### config.mk
export PLATFORM = sky130hd
export DESIGN_NAME = soc_gpio
export DESIGN_NICKNAME = d
export VERILOG_FILES = /design/src/soc_pkg.sv /design/src/tcb_pkg.sv /design/src/soc_gpio.sv
export SDC_FILE = /design/constraint.sdc
export NUM_CORES = 1
export LEC_CHECK = 0
export BUFFER_PORTS_ARGS = -buffer_cell sky130_fd_sc_hd__buf_2
export CORE_MARGIN = 3
export CORE_UTILIZATION = 25
export CTS_BUF_LIST = sky130_fd_sc_hd__clkbuf_4 sky130_fd_sc_hd__clkbuf_8
export CTS_CLUSTER_SIZE = 40
export DETAILED_ROUTE_END_ITERATION = 12
export SYNTH_ARGS = -nofsm -noshare
export SYNTH_HDL_FRONTEND = slang
export SYNTH_SLANG_ARGS = --single-unit
### constraint.sdc
create_clock -name clk -period 1.7 [get_ports clk]
set_clock_uncertainty 0.05 [all_clocks]
set_input_delay 0.085 -clock clk [delete_from_list [all_inputs] [get_ports clk]]
set_output_delay 0.085 -clock clk [all_outputs]
set_load 0.05 [all_outputs]
### src/soc_pkg.sv
// SoC level definitions
// address map, peripheral register offsets, GPIO width,
// UART divider and the UART transmitter state encoding

package soc_pkg;

  // memory size in address bits for 16KiB
  localparam int unsigned MEM_ADR = 14;
  // memory depth in 32-bit words
  localparam int unsigned MEM_DEP = 2**(MEM_ADR-2);
  typedef logic [MEM_ADR-3:0] mem_idx_t;

  // address bits used by the decoder
  localparam int unsigned MEM_SEL_BIT = 17;  // 0 memory, 1 peripherals
  localparam int unsigned PER_SEL_BIT = 6;   // 0 GPIO, 1 UART

  // register offset inside the peripheral window
  typedef logic [PER_SEL_BIT:0] ofs_t;

  localparam ofs_t GPIO_OUT = 7'h00;
  localparam ofs_t GPIO_ENA = 7'h04;
  localparam ofs_t GPIO_INP = 7'h08;
  localparam ofs_t UART_TXD = 7'h40;
  localparam ofs_t UART_STS = 7'h44;

  // GPIO
  localparam int unsigned GW = 32;
  typedef logic [GW-1:0] gpio_t;

  // UART with a short bit time for simulation
  localparam int unsigned UART_DIV = 8;
  localparam int unsigned UART_CW  = $clog2(UART_DIV);
  typedef logic [UART_CW-1:0] uart_cnt_t;
  typedef logic [7:0]         uart_byte_t;

  typedef enum logic [1:0] {idle, start, data, stop} uart_state_t;

  // bus peers behind the decoder
  typedef enum logic [1:0] {mem, gpio, uart} peer_t;

endpackage

### src/tcb_pkg.sv
// TCB bus definitions
// widths, request and response structs and RISC-V access size codes
// shared by the master port, the decoder and every peer

package tcb_pkg;

  ////////////////////////////////////////
  // widths
  ////////////////////////////////////////

  // data and address width
  localparam int unsigned XLEN = 32;
  // byte lanes per data word
  localparam int unsigned BLEN = XLEN/8;

  typedef logic [XLEN-1:0] adr_t;
  typedef logic [XLEN-1:0] dat_t;
  // one enable per byte lane
  typedef logic [BLEN-1:0] ben_t;
  // RISC-V access size, log2 of bytes
  typedef logic [1:0]      siz_t;

  // size codes match funct3[1:0] of loads/stores
  localparam siz_t SIZ_B = 2'd0;
  localparam siz_t SIZ_H = 2'd1;
  localparam siz_t SIZ_W = 2'd2;

  ////////////////////////////////////////
  // request and response
  ////////////////////////////////////////

  typedef struct packed {
    logic wen;  // write enable
    adr_t adr;  // byte address
    siz_t siz;  // access size
    logic uns;  // unsigned load
    dat_t wdt;  // write data, lane 0 aligned
  } tcb_req_t;

  typedef struct packed {
    dat_t rdt;  // read data
    logic err;  // access error
  } tcb_rsp_t;

endpackage

### src/soc_gpio.sv
// GPIO controller
// output and output enable registers written over the bus,
// pin inputs sampled through a two stage synchronizer

`timescale 1ns/1ps

module soc_gpio (
  input  logic              clk,
  input  logic              reset,
  input  logic              vld,
  input  tcb_pkg::tcb_req_t req,
  output logic              rdy,
  output tcb_pkg::tcb_rsp_t rsp,
  output soc_pkg::gpio_t    gpio_o,
  output soc_pkg::gpio_t    gpio_e,
  input  soc_pkg::gpio_t    gpio_i
);

  soc_pkg::ofs_t  ofs;
  logic           bad;
  soc_pkg::gpio_t out_q;
  soc_pkg::gpio_t ena_q;
  // synchronizer stages
  soc_pkg::gpio_t inp_m;
  soc_pkg::gpio_t inp_q;
  tcb_pkg::dat_t  rdt_q;
  logic           err_q;

  // never stalls
  assign rdy = 1'b1;
  assign ofs = req.adr[soc_pkg::PER_SEL_BIT:0];

  // input register is read only, other offsets are holes
  always_comb begin
    case (ofs)
      soc_pkg::GPIO_OUT: bad = 1'b0;
      soc_pkg::GPIO_ENA: bad = 1'b0;
      soc_pkg::GPIO_INP: bad = req.wen;
      default:           bad = 1'b1;
    endcase
  end

  ////////////////////////////////////////
  // registers
  ////////////////////////////////////////

  always_ff @(posedge clk) begin
    if (reset) begin
      out_q <= '0;
      ena_q <= '0;
    end else if (vld && req.wen && !bad) begin
      if (ofs == soc_pkg::GPIO_OUT) begin
        out_q <= soc_pkg::gpio_t'(req.wdt);
      end
      if (ofs == soc_pkg::GPIO_ENA) begin
        ena_q <= soc_pkg::gpio_t'(req.wdt);
      end
    end
  end

  // pins are asynchronous
  always_ff @(posedge clk) begin
    inp_m <= gpio_i;
    inp_q <= inp_m;
  end

  assign gpio_o = out_q;
  assign gpio_e = ena_q;

  ////////////////////////////////////////
  // response
  ////////////////////////////////////////

  always_ff @(posedge clk) begin
    if (reset) begin
      err_q <= 1'b0;
    end else begin
      err_q <= vld && bad;
    end
  end

  always_ff @(posedge clk) begin
    if (vld) begin
      case (ofs)
        soc_pkg::GPIO_OUT: rdt_q <= tcb_pkg::dat_t'(out_q);
        soc_pkg::GPIO_ENA: rdt_q <= tcb_pkg::dat_t'(ena_q);
        soc_pkg::GPIO_INP: rdt_q <= bad ? '0 : tcb_pkg::dat_t'(inp_q);
        default:           rdt_q <= '0;
      endcase
    end
  end

  assign rsp.rdt = rdt_q;
  assign rsp.err = err_q;

endmodule

# After elaboration in Yosys (flattened, before gate mapping)
# Cells that the tools add are included.
[word_totals] register_bits=161 word_cells=19
[op_classes] n_eq_ne=2 n_mux=3 reduce_logical=8
[op_table] operator="32-bit one-hot mux with 3 select lines" count=1
[op_table] operator="32-bit two-way mux" count=1
[op_table] operator="7-bit by 3-bit == test with 1-bit output (second input constant)" count=1
[op_table] operator="7-bit by 4-bit == test with 1-bit output (second input constant)" count=1
[op_table] operator="7-bit zero test" count=1
[op_table] operator="2-bit AND reduction" count=2
[op_table] operator="1-bit logical AND" count=3
[op_table] operator="1-bit one-hot mux with 2 select lines" count=1
[op_table] operator="2-bit OR reduction" count=1
[op_table] operator="1-bit zero test" count=1

# Depth between registers and ports, before layout
# Gate-level depths: netlist of the first run.
[depth] word_depth=6 mapped_depth=6 ltp_nobuf=3

# Worst setup path after synthesis of the first run
# OpenSTA, ideal clock, no wires.
[synth_path] kind="input to register" from="input req[40] in the netlist's numbering" to="register ena_q[10] (netlist: gpio_e[10])" arrival_time_ns=1.487 setup_slack_ns=0.043 stages=6 path_buffers=3 cell_sequence="or3_1 > buf_2 > or4_4 > buf_6 > buf_6 > mux2i_1"
[synth_between] elab_chain_cells=6
[synth_lines] element="start, declared" line="soc_gpio.sv:11" rtl="input tcb_pkg::tcb_req_t req,"
[synth_lines] element="7-bit by 3-bit == test with 1-bit output / 7-bit zero test (equally long branches)" line="soc_gpio.sv:35, soc_gpio.sv:55"
[synth_lines] element="2-bit OR reduction (no source line)"
[synth_lines] element="1-bit one-hot mux with 2 select lines" line="soc_gpio.sv:35" rtl="case (ofs)"
[synth_lines] element="1-bit zero test" line="soc_gpio.sv:51" rtl="end else if (vld && req.wen && !bad) begin"
[synth_lines] element="1-bit logical AND" line="soc_gpio.sv:51"
[synth_lines] element="2-bit AND reduction (no source line) (*)"
[synth_lines] element="end signal, assigned" line="soc_gpio.sv:56" rtl="ena_q <= soc_pkg::gpio_t'(req.wdt);"
[synth_lines] element="end, declared" line="soc_gpio.sv:22" rtl="soc_pkg::gpio_t ena_q;"
# Mark *: on every way between the ends. The rest lies on a longest branch, timed or not.
# A chain may end at the register's enable or synchronous reset.

# Worst setup path after layout of the first run
[layout_path] from="input req[38] in the netlist's numbering" to="register ena_q[12] (netlist: gpio_e[12])"
# The elaborated chain is that of the path after synthesis.

==> impl_metrics.prom, run 1 <==
# TYPE chip_impl_metric gauge
chip_impl_metric{name="total_leakage_power",unit="nW"} 3.44
chip_impl_metric{name="worstPathMaxFanout",unit=""} 21
chip_impl_metric{name="max_slew.worst_pin.slew",unit="ns"} 0.548
chip_impl_metric{name="dieHeight",unit="microns"} 156
chip_impl_metric{name="globalRouteTotalUtil",unit=""} 0.127
chip_impl_metric{name="yosys.area.top_type_share",unit=""} 0.456
chip_impl_metric{name="post_synth.cell_area_avg",unit="sq um"} 12.1
chip_impl_metric{name="drc_errors",unit=""} 0
chip_impl_metric{name="vdd_drop_max",unit="uV"} 527
chip_impl_metric{name="achievable-frequency",unit="GHz"} 0.603
chip_impl_info{name="worst_setup_path_start_kind",value="input pin"} 1
chip_impl_metric{name="antennaDiodeCount",unit=""} 0
chip_impl_metric{name="setup-violations-final",unit=""} 0
chip_impl_metric{name="worst_ep_arrival_time",unit="ns"} 1.93
chip_impl_metric{name="global_route.usage.met2",unit=""} 0.205
chip_impl_info{name="root_buffer",value="clkbuf_8"} 1
chip_impl_info{name="final_cell_mix",value="171 x buf_2, 129 x dfxtp_1, 97 x nand2b_1"} 1
chip_impl_metric{name="post_route_cells_drive_above_1_share",unit=""} 0.311
chip_impl_info{name="endpoint_kind",value="flop"} 1
chip_impl_metric{name="met1_usage",unit=""} 0.161
chip_impl_metric{name="syn-cell-area",unit="sq um"} 5660
chip_impl_info{name="largest_area_contributor_in_the_netlist",value="dfxtp_1"} 1
chip_impl_metric{name="flop_to_flop_setup_slack",unit="ns"} 0.68
chip_impl_metric{name="io_pins",unit=""} 201
chip_impl_metric{name="fin_cells",unit=""} 998
chip_impl_info{name="critical_path.reg2reg.endpoint",value="rdt_q[17]$_DFFE_PP_"} 1
chip_impl_metric{name="dp_worst_setup_slack",unit="ns"} -0.165
chip_impl_metric{name="min_period_over_period",unit=""} 0.976
chip_impl_info{name="crit_type",value="in2reg"} 1
chip_impl_info{name="hp-start",value="req[38]"} 1
chip_impl_metric{name="total_power_per_unit_cell_area",unit="nW/um^2"} 925
chip_impl_metric{name="first_pass_grt_wire_length",unit="mm"} 23.7
chip_impl_info{name="min_to",value="gpio_o[31]$_SDFFE_PP0P_"} 1
chip_impl_metric{name="reg2regPathDepth",unit=""} 3
chip_impl_metric{name="synth.yosys.warnings",unit=""} 0
chip_impl_metric{name="worst_setup_hold_path_clk_slew",unit="ns"} 0.09
chip_impl_metric{name="floorplan.rows",unit=""} 54
chip_impl_metric{name="tmin_final",unit="ns"} 1.66
chip_impl_metric{name="timing.hold.worst_path_depth",unit=""} 5
chip_impl_info{name="grt_setup_unrepaired",value="no"} 1
chip_impl_info{name="worst_reg2reg_startpoint",value="gpio_o[17]$_SDFFE_PP0P_"} 1
chip_impl_metric{name="gr-total-overflow",unit=""} 0
chip_impl_metric{name="synth.distinct_cells",unit=""} 22
chip_impl_metric{name="clkSinkCount",unit=""} 161
chip_impl_metric{name="drv_slew",unit=""} 0
chip_impl_metric{name="ys_seq_area_frac",unit=""} 0.626
chip_impl_metric{name="post_drt_via_cell_ratio",unit=""} 4.20
chip_impl_metric{name="detail_route.first_pass.iterations",unit=""} 4
chip_impl_metric{name="die_area",unit="sq um"} 24500
chip_impl_metric{name="vias",unit=""} 4193
chip_impl_info{name="worst_hold_path_type",value="in2reg"} 1
chip_impl_metric{name="placed_instance_count",unit=""} 898
chip_impl_metric{name="detailedRoute.firstIterationViolations",unit=""} 137
chip_impl_metric{name="first_global_vias",unit=""} 4255
chip_impl_metric{name="inserted_clock_buffers",unit=""} 17
chip_impl_metric{name="place.port_buffers",unit=""} 171
chip_impl_metric{name="hpwl",unit="mm"} 9.73
chip_impl_metric{name="coreArea",unit="sq um"} 22000
chip_impl_metric{name="hold_viol_final",unit=""} 0
chip_impl_metric{name="wl_per_cell",unit="microns"} 15.3
chip_impl_metric{name="grt_max_degree",unit=""} 98
chip_impl_metric{name="synthCells",unit=""} 467
chip_impl_metric{name="clkLatencyLatePin",unit="ns"} 0.44
chip_impl_metric{name="met3_usage",unit=""} 0.0362
chip_impl_metric{name="maxCapViolCount",unit=""} 0
chip_impl_metric{name="nFillCells",unit=""} 2195
chip_impl_metric{name="dieWidth",unit="microns"} 156
chip_impl_metric{name="number_of_antenna_violations_at_the_first_check_in_global_routing",unit=""} 0
chip_impl_info{name="mostFrequentLayoutCell",value="buf_2"} 1
chip_impl_metric{name="max-clock-path-buffers",unit=""} 2
chip_impl_metric{name="timing.final.ws_setup",unit="ns"} 0.0406
chip_impl_info{name="global_route.peak_usage_layer",value="met2"} 1
chip_impl_info{name="ys_top_cells_by_area",value="dfxtp_1 46%, edfxtp_1 17%, mux2i_1 11%"} 1
chip_impl_metric{name="total_of_flip_flops_plus_latches_after_synthesis",unit=""} 161
chip_impl_metric{name="htree_levels",unit=""} 4
chip_impl_metric{name="initial_utilization",unit=""} 0.257
chip_impl_info{name="tritoncts",value="built"} 1
chip_impl_metric{name="critPathRequiredTime",unit="ns"} 1.97
chip_impl_metric{name="design.final.nets",unit=""} 808
chip_impl_metric{name="slew_headroom",unit=""} 0.635
chip_impl_metric{name="drt.antenna.violating_nets",unit=""} 0
chip_impl_metric{name="wl",unit="mm"} 15.3
chip_impl_metric{name="area_growth",unit="%"} 39.9
chip_impl_metric{name="final_weighted_congestion_of_routability_driven_global_placement",unit=""} 0.701
chip_impl_info{name="status",value="finished clean"} 1
chip_impl_metric{name="postSynthNetCount",unit=""} 570
Yosys cell counts (all sizes together):
cell type and instances:
a221o 32, a311oi 1, and4 1, buf 10
clkbuf 24, conb 1, dfxtp 129, edfxtp 32
inv 33, mux2i 64, nand2 1, nand2b 97
nor2 2, nor3 35, o21ai 1, or2 1
or3 1, or4 2
critical path: stages:
cell and delay, ns:
buf_2 0.10, dlygate4sd3_1 0.55, buf_4 0.14, nand2b_1 0.17, or4_4 0.53, buf_12 0.19
mux2i_1 0.13
metrics by stage:
step | power (mW) | TNS [ns] | area [sq um] | util | hold slack [ns]
floorplan | 4.35 | 0 | 5660 | - | 0.0627
global placement | 4.55 | -7.45 | 6860 | 0.311 | 0.137
detailed placement | 4.55 | -9.79 | 6860 | 0.311 | 0.139
CTS | 7.44 | 0 | 7920 | 0.360 | 0.159
global route | 7.66 | 0 | 7920 | 0.360 | 0.181
finish | 7.33 | 0 | 7920 | 0.360 | 0.209
how the worst max path moves through the flow:
stage               depth (start not counted)    start  slack, ns                       to
floorplan                                   6  req[40]       0.04  gpio_e[10]$_SDFFE_PP0P_
global placement                            4  req[40]      -0.14       rdt_q[6]$_DFFE_PP_
detailed placement                          4  req[40]      -0.17      rdt_q[17]$_DFFE_PP_
CTS                                         5  req[67]       0.01      rdt_q[17]$_DFFE_PP_
global route                                7  req[38]       0.06   gpio_e[6]$_SDFFE_PP0P_
finish                                      7  req[38]       0.04  gpio_e[12]$_SDFFE_PP0P_
area by class of cell:
| type | count | area, sq um | area share |
|---|---|---|---|
| Clock buffer | 17 | 234 | 0.0295 |
| Clock inverter | 15 | 146 | 0.0185 |
| Inverter | 33 | 124 | 0.0156 |
| Multi-Input combinational cell | 239 | 1830 | 0.231 |
| Sequential cell | 161 | 3540 | 0.447 |
| Tap cell | 280 | 350 | 0.0442 |
| Timing Repair Buffer | 253 | 1690 | 0.214 |
layer usage:
layer / up-vias / wire (microns)
li1: 2071 / -
met5: - / 0
met2: 116 / 7270
met1: 1989 / 7020
met4: 0 / 276
met3: 17 / 738
where the power goes:
part	switching, mW	total [mW]	internal (mW)
clock	1.55	2.75	1.20
combinational	0.299	0.549	0.249
sequential	0.0296	4.03	4.00
total	1.88	7.33	5.44
cell families (layout without fill, tap and decap cells):
family	after synthesis	in the layout	share of synthesized area
flip-flops	161	161	0.626
AND/OR/NAND/NOR	140	140	0.148
buffers and inverters	67	318	0.0533
multiplexers	64	64	0.113
AO/OA/AOI/OAI	34	34	0.0590
other	1	1	0.000662
registers in the layout, summed over array words and instances (netlist names):
| register | flops |
|---|---|
| inp_q | 32 |
| rdt_q | 32 |
| err_q | 1 |
| inp_m | 32 |
| gpio_o | 32 |
| gpio_e | 32 |
what timing repair did:
action	in CTS	in global routing
setup endpoints to repair	0	32
hold endpoints to repair	97	0
buffers inserted	0	0
hold buffers	68	0
resized for setup	0	1
(Power assumes the default switching activity.)
==> inputs of run 2 (changes only) <==
clock period = 1.8 ns   (was 1.7 ns; I/O delays follow)
==> run 2 against run 1 <==
Net effect: worst setup slack worse by 0.016 ns; via count is 1.0% higher; sequential cell count unchanged; clock power barely moved; routed wire length up 2.8%; combinational power is 5.3% lower; die area did not move; global-route usage fell by 0.12 points; largest cell class unchanged; largest power group unchanged; highest routed layer is now met5.
==> impl_metrics.prom, run 2 (synthesis results as in run 1) <==
# TYPE chip_impl_metric gauge
chip_impl_info{name="status",value="finished clean"} 1
chip_impl_metric{name="first_pass_grt_wire_length",unit="mm"} 23.5
chip_impl_metric{name="clkLatencyLatePin",unit="ns"} 0.45
chip_impl_metric{name="gr-total-overflow",unit=""} 0
chip_impl_metric{name="design.final.nets",unit=""} 811
chip_impl_metric{name="worst_ep_arrival_time",unit="ns"} 2.11
chip_impl_info{name="root_buffer",value="clkbuf_8"} 1
chip_impl_metric{name="inserted_clock_buffers",unit=""} 17
chip_impl_metric{name="final_weighted_congestion_of_routability_driven_global_placement",unit=""} 0.715
chip_impl_info{name="final_cell_mix",value="171 x buf_2, 129 x dfxtp_1, 97 x nand2b_1"} 1
chip_impl_metric{name="coreArea",unit="sq um"} 22000
chip_impl_metric{name="maxCapViolCount",unit=""} 0
chip_impl_metric{name="globalRouteTotalUtil",unit=""} 0.125
chip_impl_info{name="grt_setup_unrepaired",value="no"} 1
chip_impl_metric{name="cp_slowest_stage_delay",unit="ns"} 0.57
chip_impl_metric{name="drv_slew",unit=""} 0
chip_impl_info{name="worst_setup_path_start_kind",value="input pin"} 1
chip_impl_metric{name="area_growth",unit="%"} 41.5
chip_impl_metric{name="wl",unit="mm"} 15.7
chip_impl_metric{name="hpwl",unit="mm"} 9.74
chip_impl_metric{name="detail_route.first_pass.iterations",unit=""} 4
chip_impl_info{name="mostFrequentLayoutCell",value="buf_2"} 1
chip_impl_metric{name="internal-power",unit="mW"} 5.38
chip_impl_metric{name="htree_levels",unit=""} 4
chip_impl_metric{name="number_of_antenna_violations_at_the_first_check_in_global_routing",unit=""} 1
chip_impl_metric{name="seq_power_share",unit=""} 0.538
chip_impl_metric{name="io_pins",unit=""} 201
chip_impl_info{name="worst_hold_path_type",value="in2reg"} 1
chip_impl_info{name="crit_chain",value="dlygate4sd3_1 -> buf_2 -> nor2_2 -> dlygate4sd3_1 -> a311oi_1 -> dlygate4sd3_1"} 1
chip_impl_metric{name="vdd_drop_max",unit="uV"} 402
chip_impl_info{name="critical_path.top_delay_family",value="buffers and inverters"} 1
chip_impl_metric{name="max-clock-path-buffers",unit=""} 2
chip_impl_info{name="crit_type",value="in2reg"} 1
chip_impl_metric{name="worst_setup_hold_path_clk_slew",unit="ns"} 0.09
chip_impl_metric{name="post_drt_via_cell_ratio",unit=""} 4.23
chip_impl_metric{name="dr_wl_met3",unit="microns"} 698
chip_impl_info{name="top_layer_used",value="met5"} 1
chip_impl_metric{name="die_area",unit="sq um"} 24500
chip_impl_metric{name="clockPowerShare",unit=""} 0.388
chip_impl_metric{name="m1WireLength",unit="mm"} 7.32
chip_impl_metric{name="floorplan.rows",unit=""} 54
chip_impl_metric{name="met2_routed_length",unit="mm"} 7.45
chip_impl_metric{name="total_power_per_unit_cell_area",unit="nW/um^2"} 881
chip_impl_metric{name="grt_max_degree",unit=""} 98
chip_impl_metric{name="setup-violations-final",unit=""} 0
chip_impl_metric{name="tmin_final",unit="ns"} 1.78
chip_impl_metric{name="wl_per_cell",unit="microns"} 15.7
chip_impl_metric{name="p_switching",unit="mW"} 1.68
chip_impl_metric{name="max_slew.worst_pin.slew",unit="ns"} 0.866
chip_impl_metric{name="slew_headroom",unit=""} 0.423
chip_impl_metric{name="drc_errors",unit=""} 0
chip_impl_info{name="tritoncts",value="built"} 1
chip_impl_metric{name="comb_power_share",unit=""} 0.074
chip_impl_metric{name="worstPathMaxFanout",unit=""} 3
chip_impl_metric{name="post_route_cells_drive_above_1_share",unit=""} 0.316
chip_impl_metric{name="hold_viol_final",unit=""} 0
chip_impl_metric{name="min_period_over_period",unit=""} 0.987
chip_impl_metric{name="power.switching_fraction",unit=""} 0.238
chip_impl_metric{name="detailedRoute.firstIterationViolations",unit=""} 184
chip_impl_metric{name="fin_setup_tns",unit="ns"} 0
chip_impl_metric{name="dieWidth",unit="microns"} 156
chip_impl_metric{name="antennaDiodeCount",unit=""} 0
chip_impl_metric{name="design_power_total",unit="mW"} 7.06
chip_impl_info{name="timing.critical_path.slowest_stage_cell",value="dlygate4sd3_1"} 1
chip_impl_metric{name="fin_cells",unit=""} 1001
chip_impl_metric{name="total_leakage_power",unit="nW"} 3.48
chip_impl_metric{name="place.port_buffers",unit=""} 171
chip_impl_metric{name="dieHeight",unit="microns"} 156
chip_impl_metric{name="nFillCells",unit=""} 2186
chip_impl_info{name="path_common_cell",value="dlygate4sd3_1"} 1
chip_impl_metric{name="clkSinkCount",unit=""} 161
chip_impl_metric{name="path_buf_inv",unit=""} 4
chip_impl_metric{name="placed_instance_count",unit=""} 898
chip_impl_metric{name="initial_utilization",unit=""} 0.257
chip_impl_metric{name="vias",unit=""} 4235
chip_impl_metric{name="finish.utilization",unit=""} 0.364
chip_impl_metric{name="achievable-frequency",unit="GHz"} 0.563
chip_impl_metric{name="first_global_vias",unit=""} 4184
chip_impl_metric{name="drt.antenna.violating_nets",unit=""} 0
chip_impl_metric{name="critPathRequiredTime",unit="ns"} 2.14
chip_impl_info{name="endpoint_kind",value="flop"} 1
run 2: power groups by stage:
stage	Clock [mW]	Sequential (mW)	Combinational (mW)
finish	2.74	3.80	0.520
global route	2.98	3.81	0.556
global placement	0	3.89	0.406
floorplan	0	3.99	0.113
detailed placement	0	3.89	0.406
CTS	2.85	3.80	0.521
run 2: worst paths after layout:
check / startpoint / end / slack, ns / depth (start not counted)
worst max-delay path: req[35] / err_q$_SDFF_PP0_ / 0.02 / 6
worst min-delay path: gpio_i[16] / inp_m[16]$_DFF_P_ / 0.22 / 2
worst max register to register: gpio_o[0]$_SDFFE_PP0P_ / rdt_q[0]$_DFFE_PP_ / 0.79 / 3
worst min register to register: inp_m[2]$_DFF_P_ / inp_q[2]$_DFF_P_ / 0.28 / 0
run 2: stage by stage:
stage	cell area (sq um)	hold WS [ns]	worst slack (ns)
after CTS	7960	0.177	0.0365
after global placement	6870	0.143	-0.0301
final	8010	0.220	0.0242
after floorplan	5660	0.0677	0.138
after global routing	8010	0.197	0.00986
after detailed placement	6870	0.144	-0.0535
run 2: cell type report:
cell class	instances	area (sq um)	share of cell area
Clock inverter	11	128	0.0159
Inverter	33	124	0.0155
Sequential cell	161	3540	0.442
Timing Repair Buffer	256	1750	0.218
Tap cell	280	350	0.0437
Multi-Input combinational cell	239	1840	0.229
Clock buffer	21	283	0.0353
run 2: timing repair:
item                       4_1_cts  5_1_grt
buffers inserted                 0        2
hold endpoints to repair        97        0
resized for setup                0        3
setup endpoints to repair        0       32
hold buffers                    68        0
run 2: routing by layer:
layer,global-route usage,vias to the layer above
met2,0.207,110
met1,0.159,2025
met5,0,-
met4,0.0442,2
li1,-,2081
met3,0.0329,17
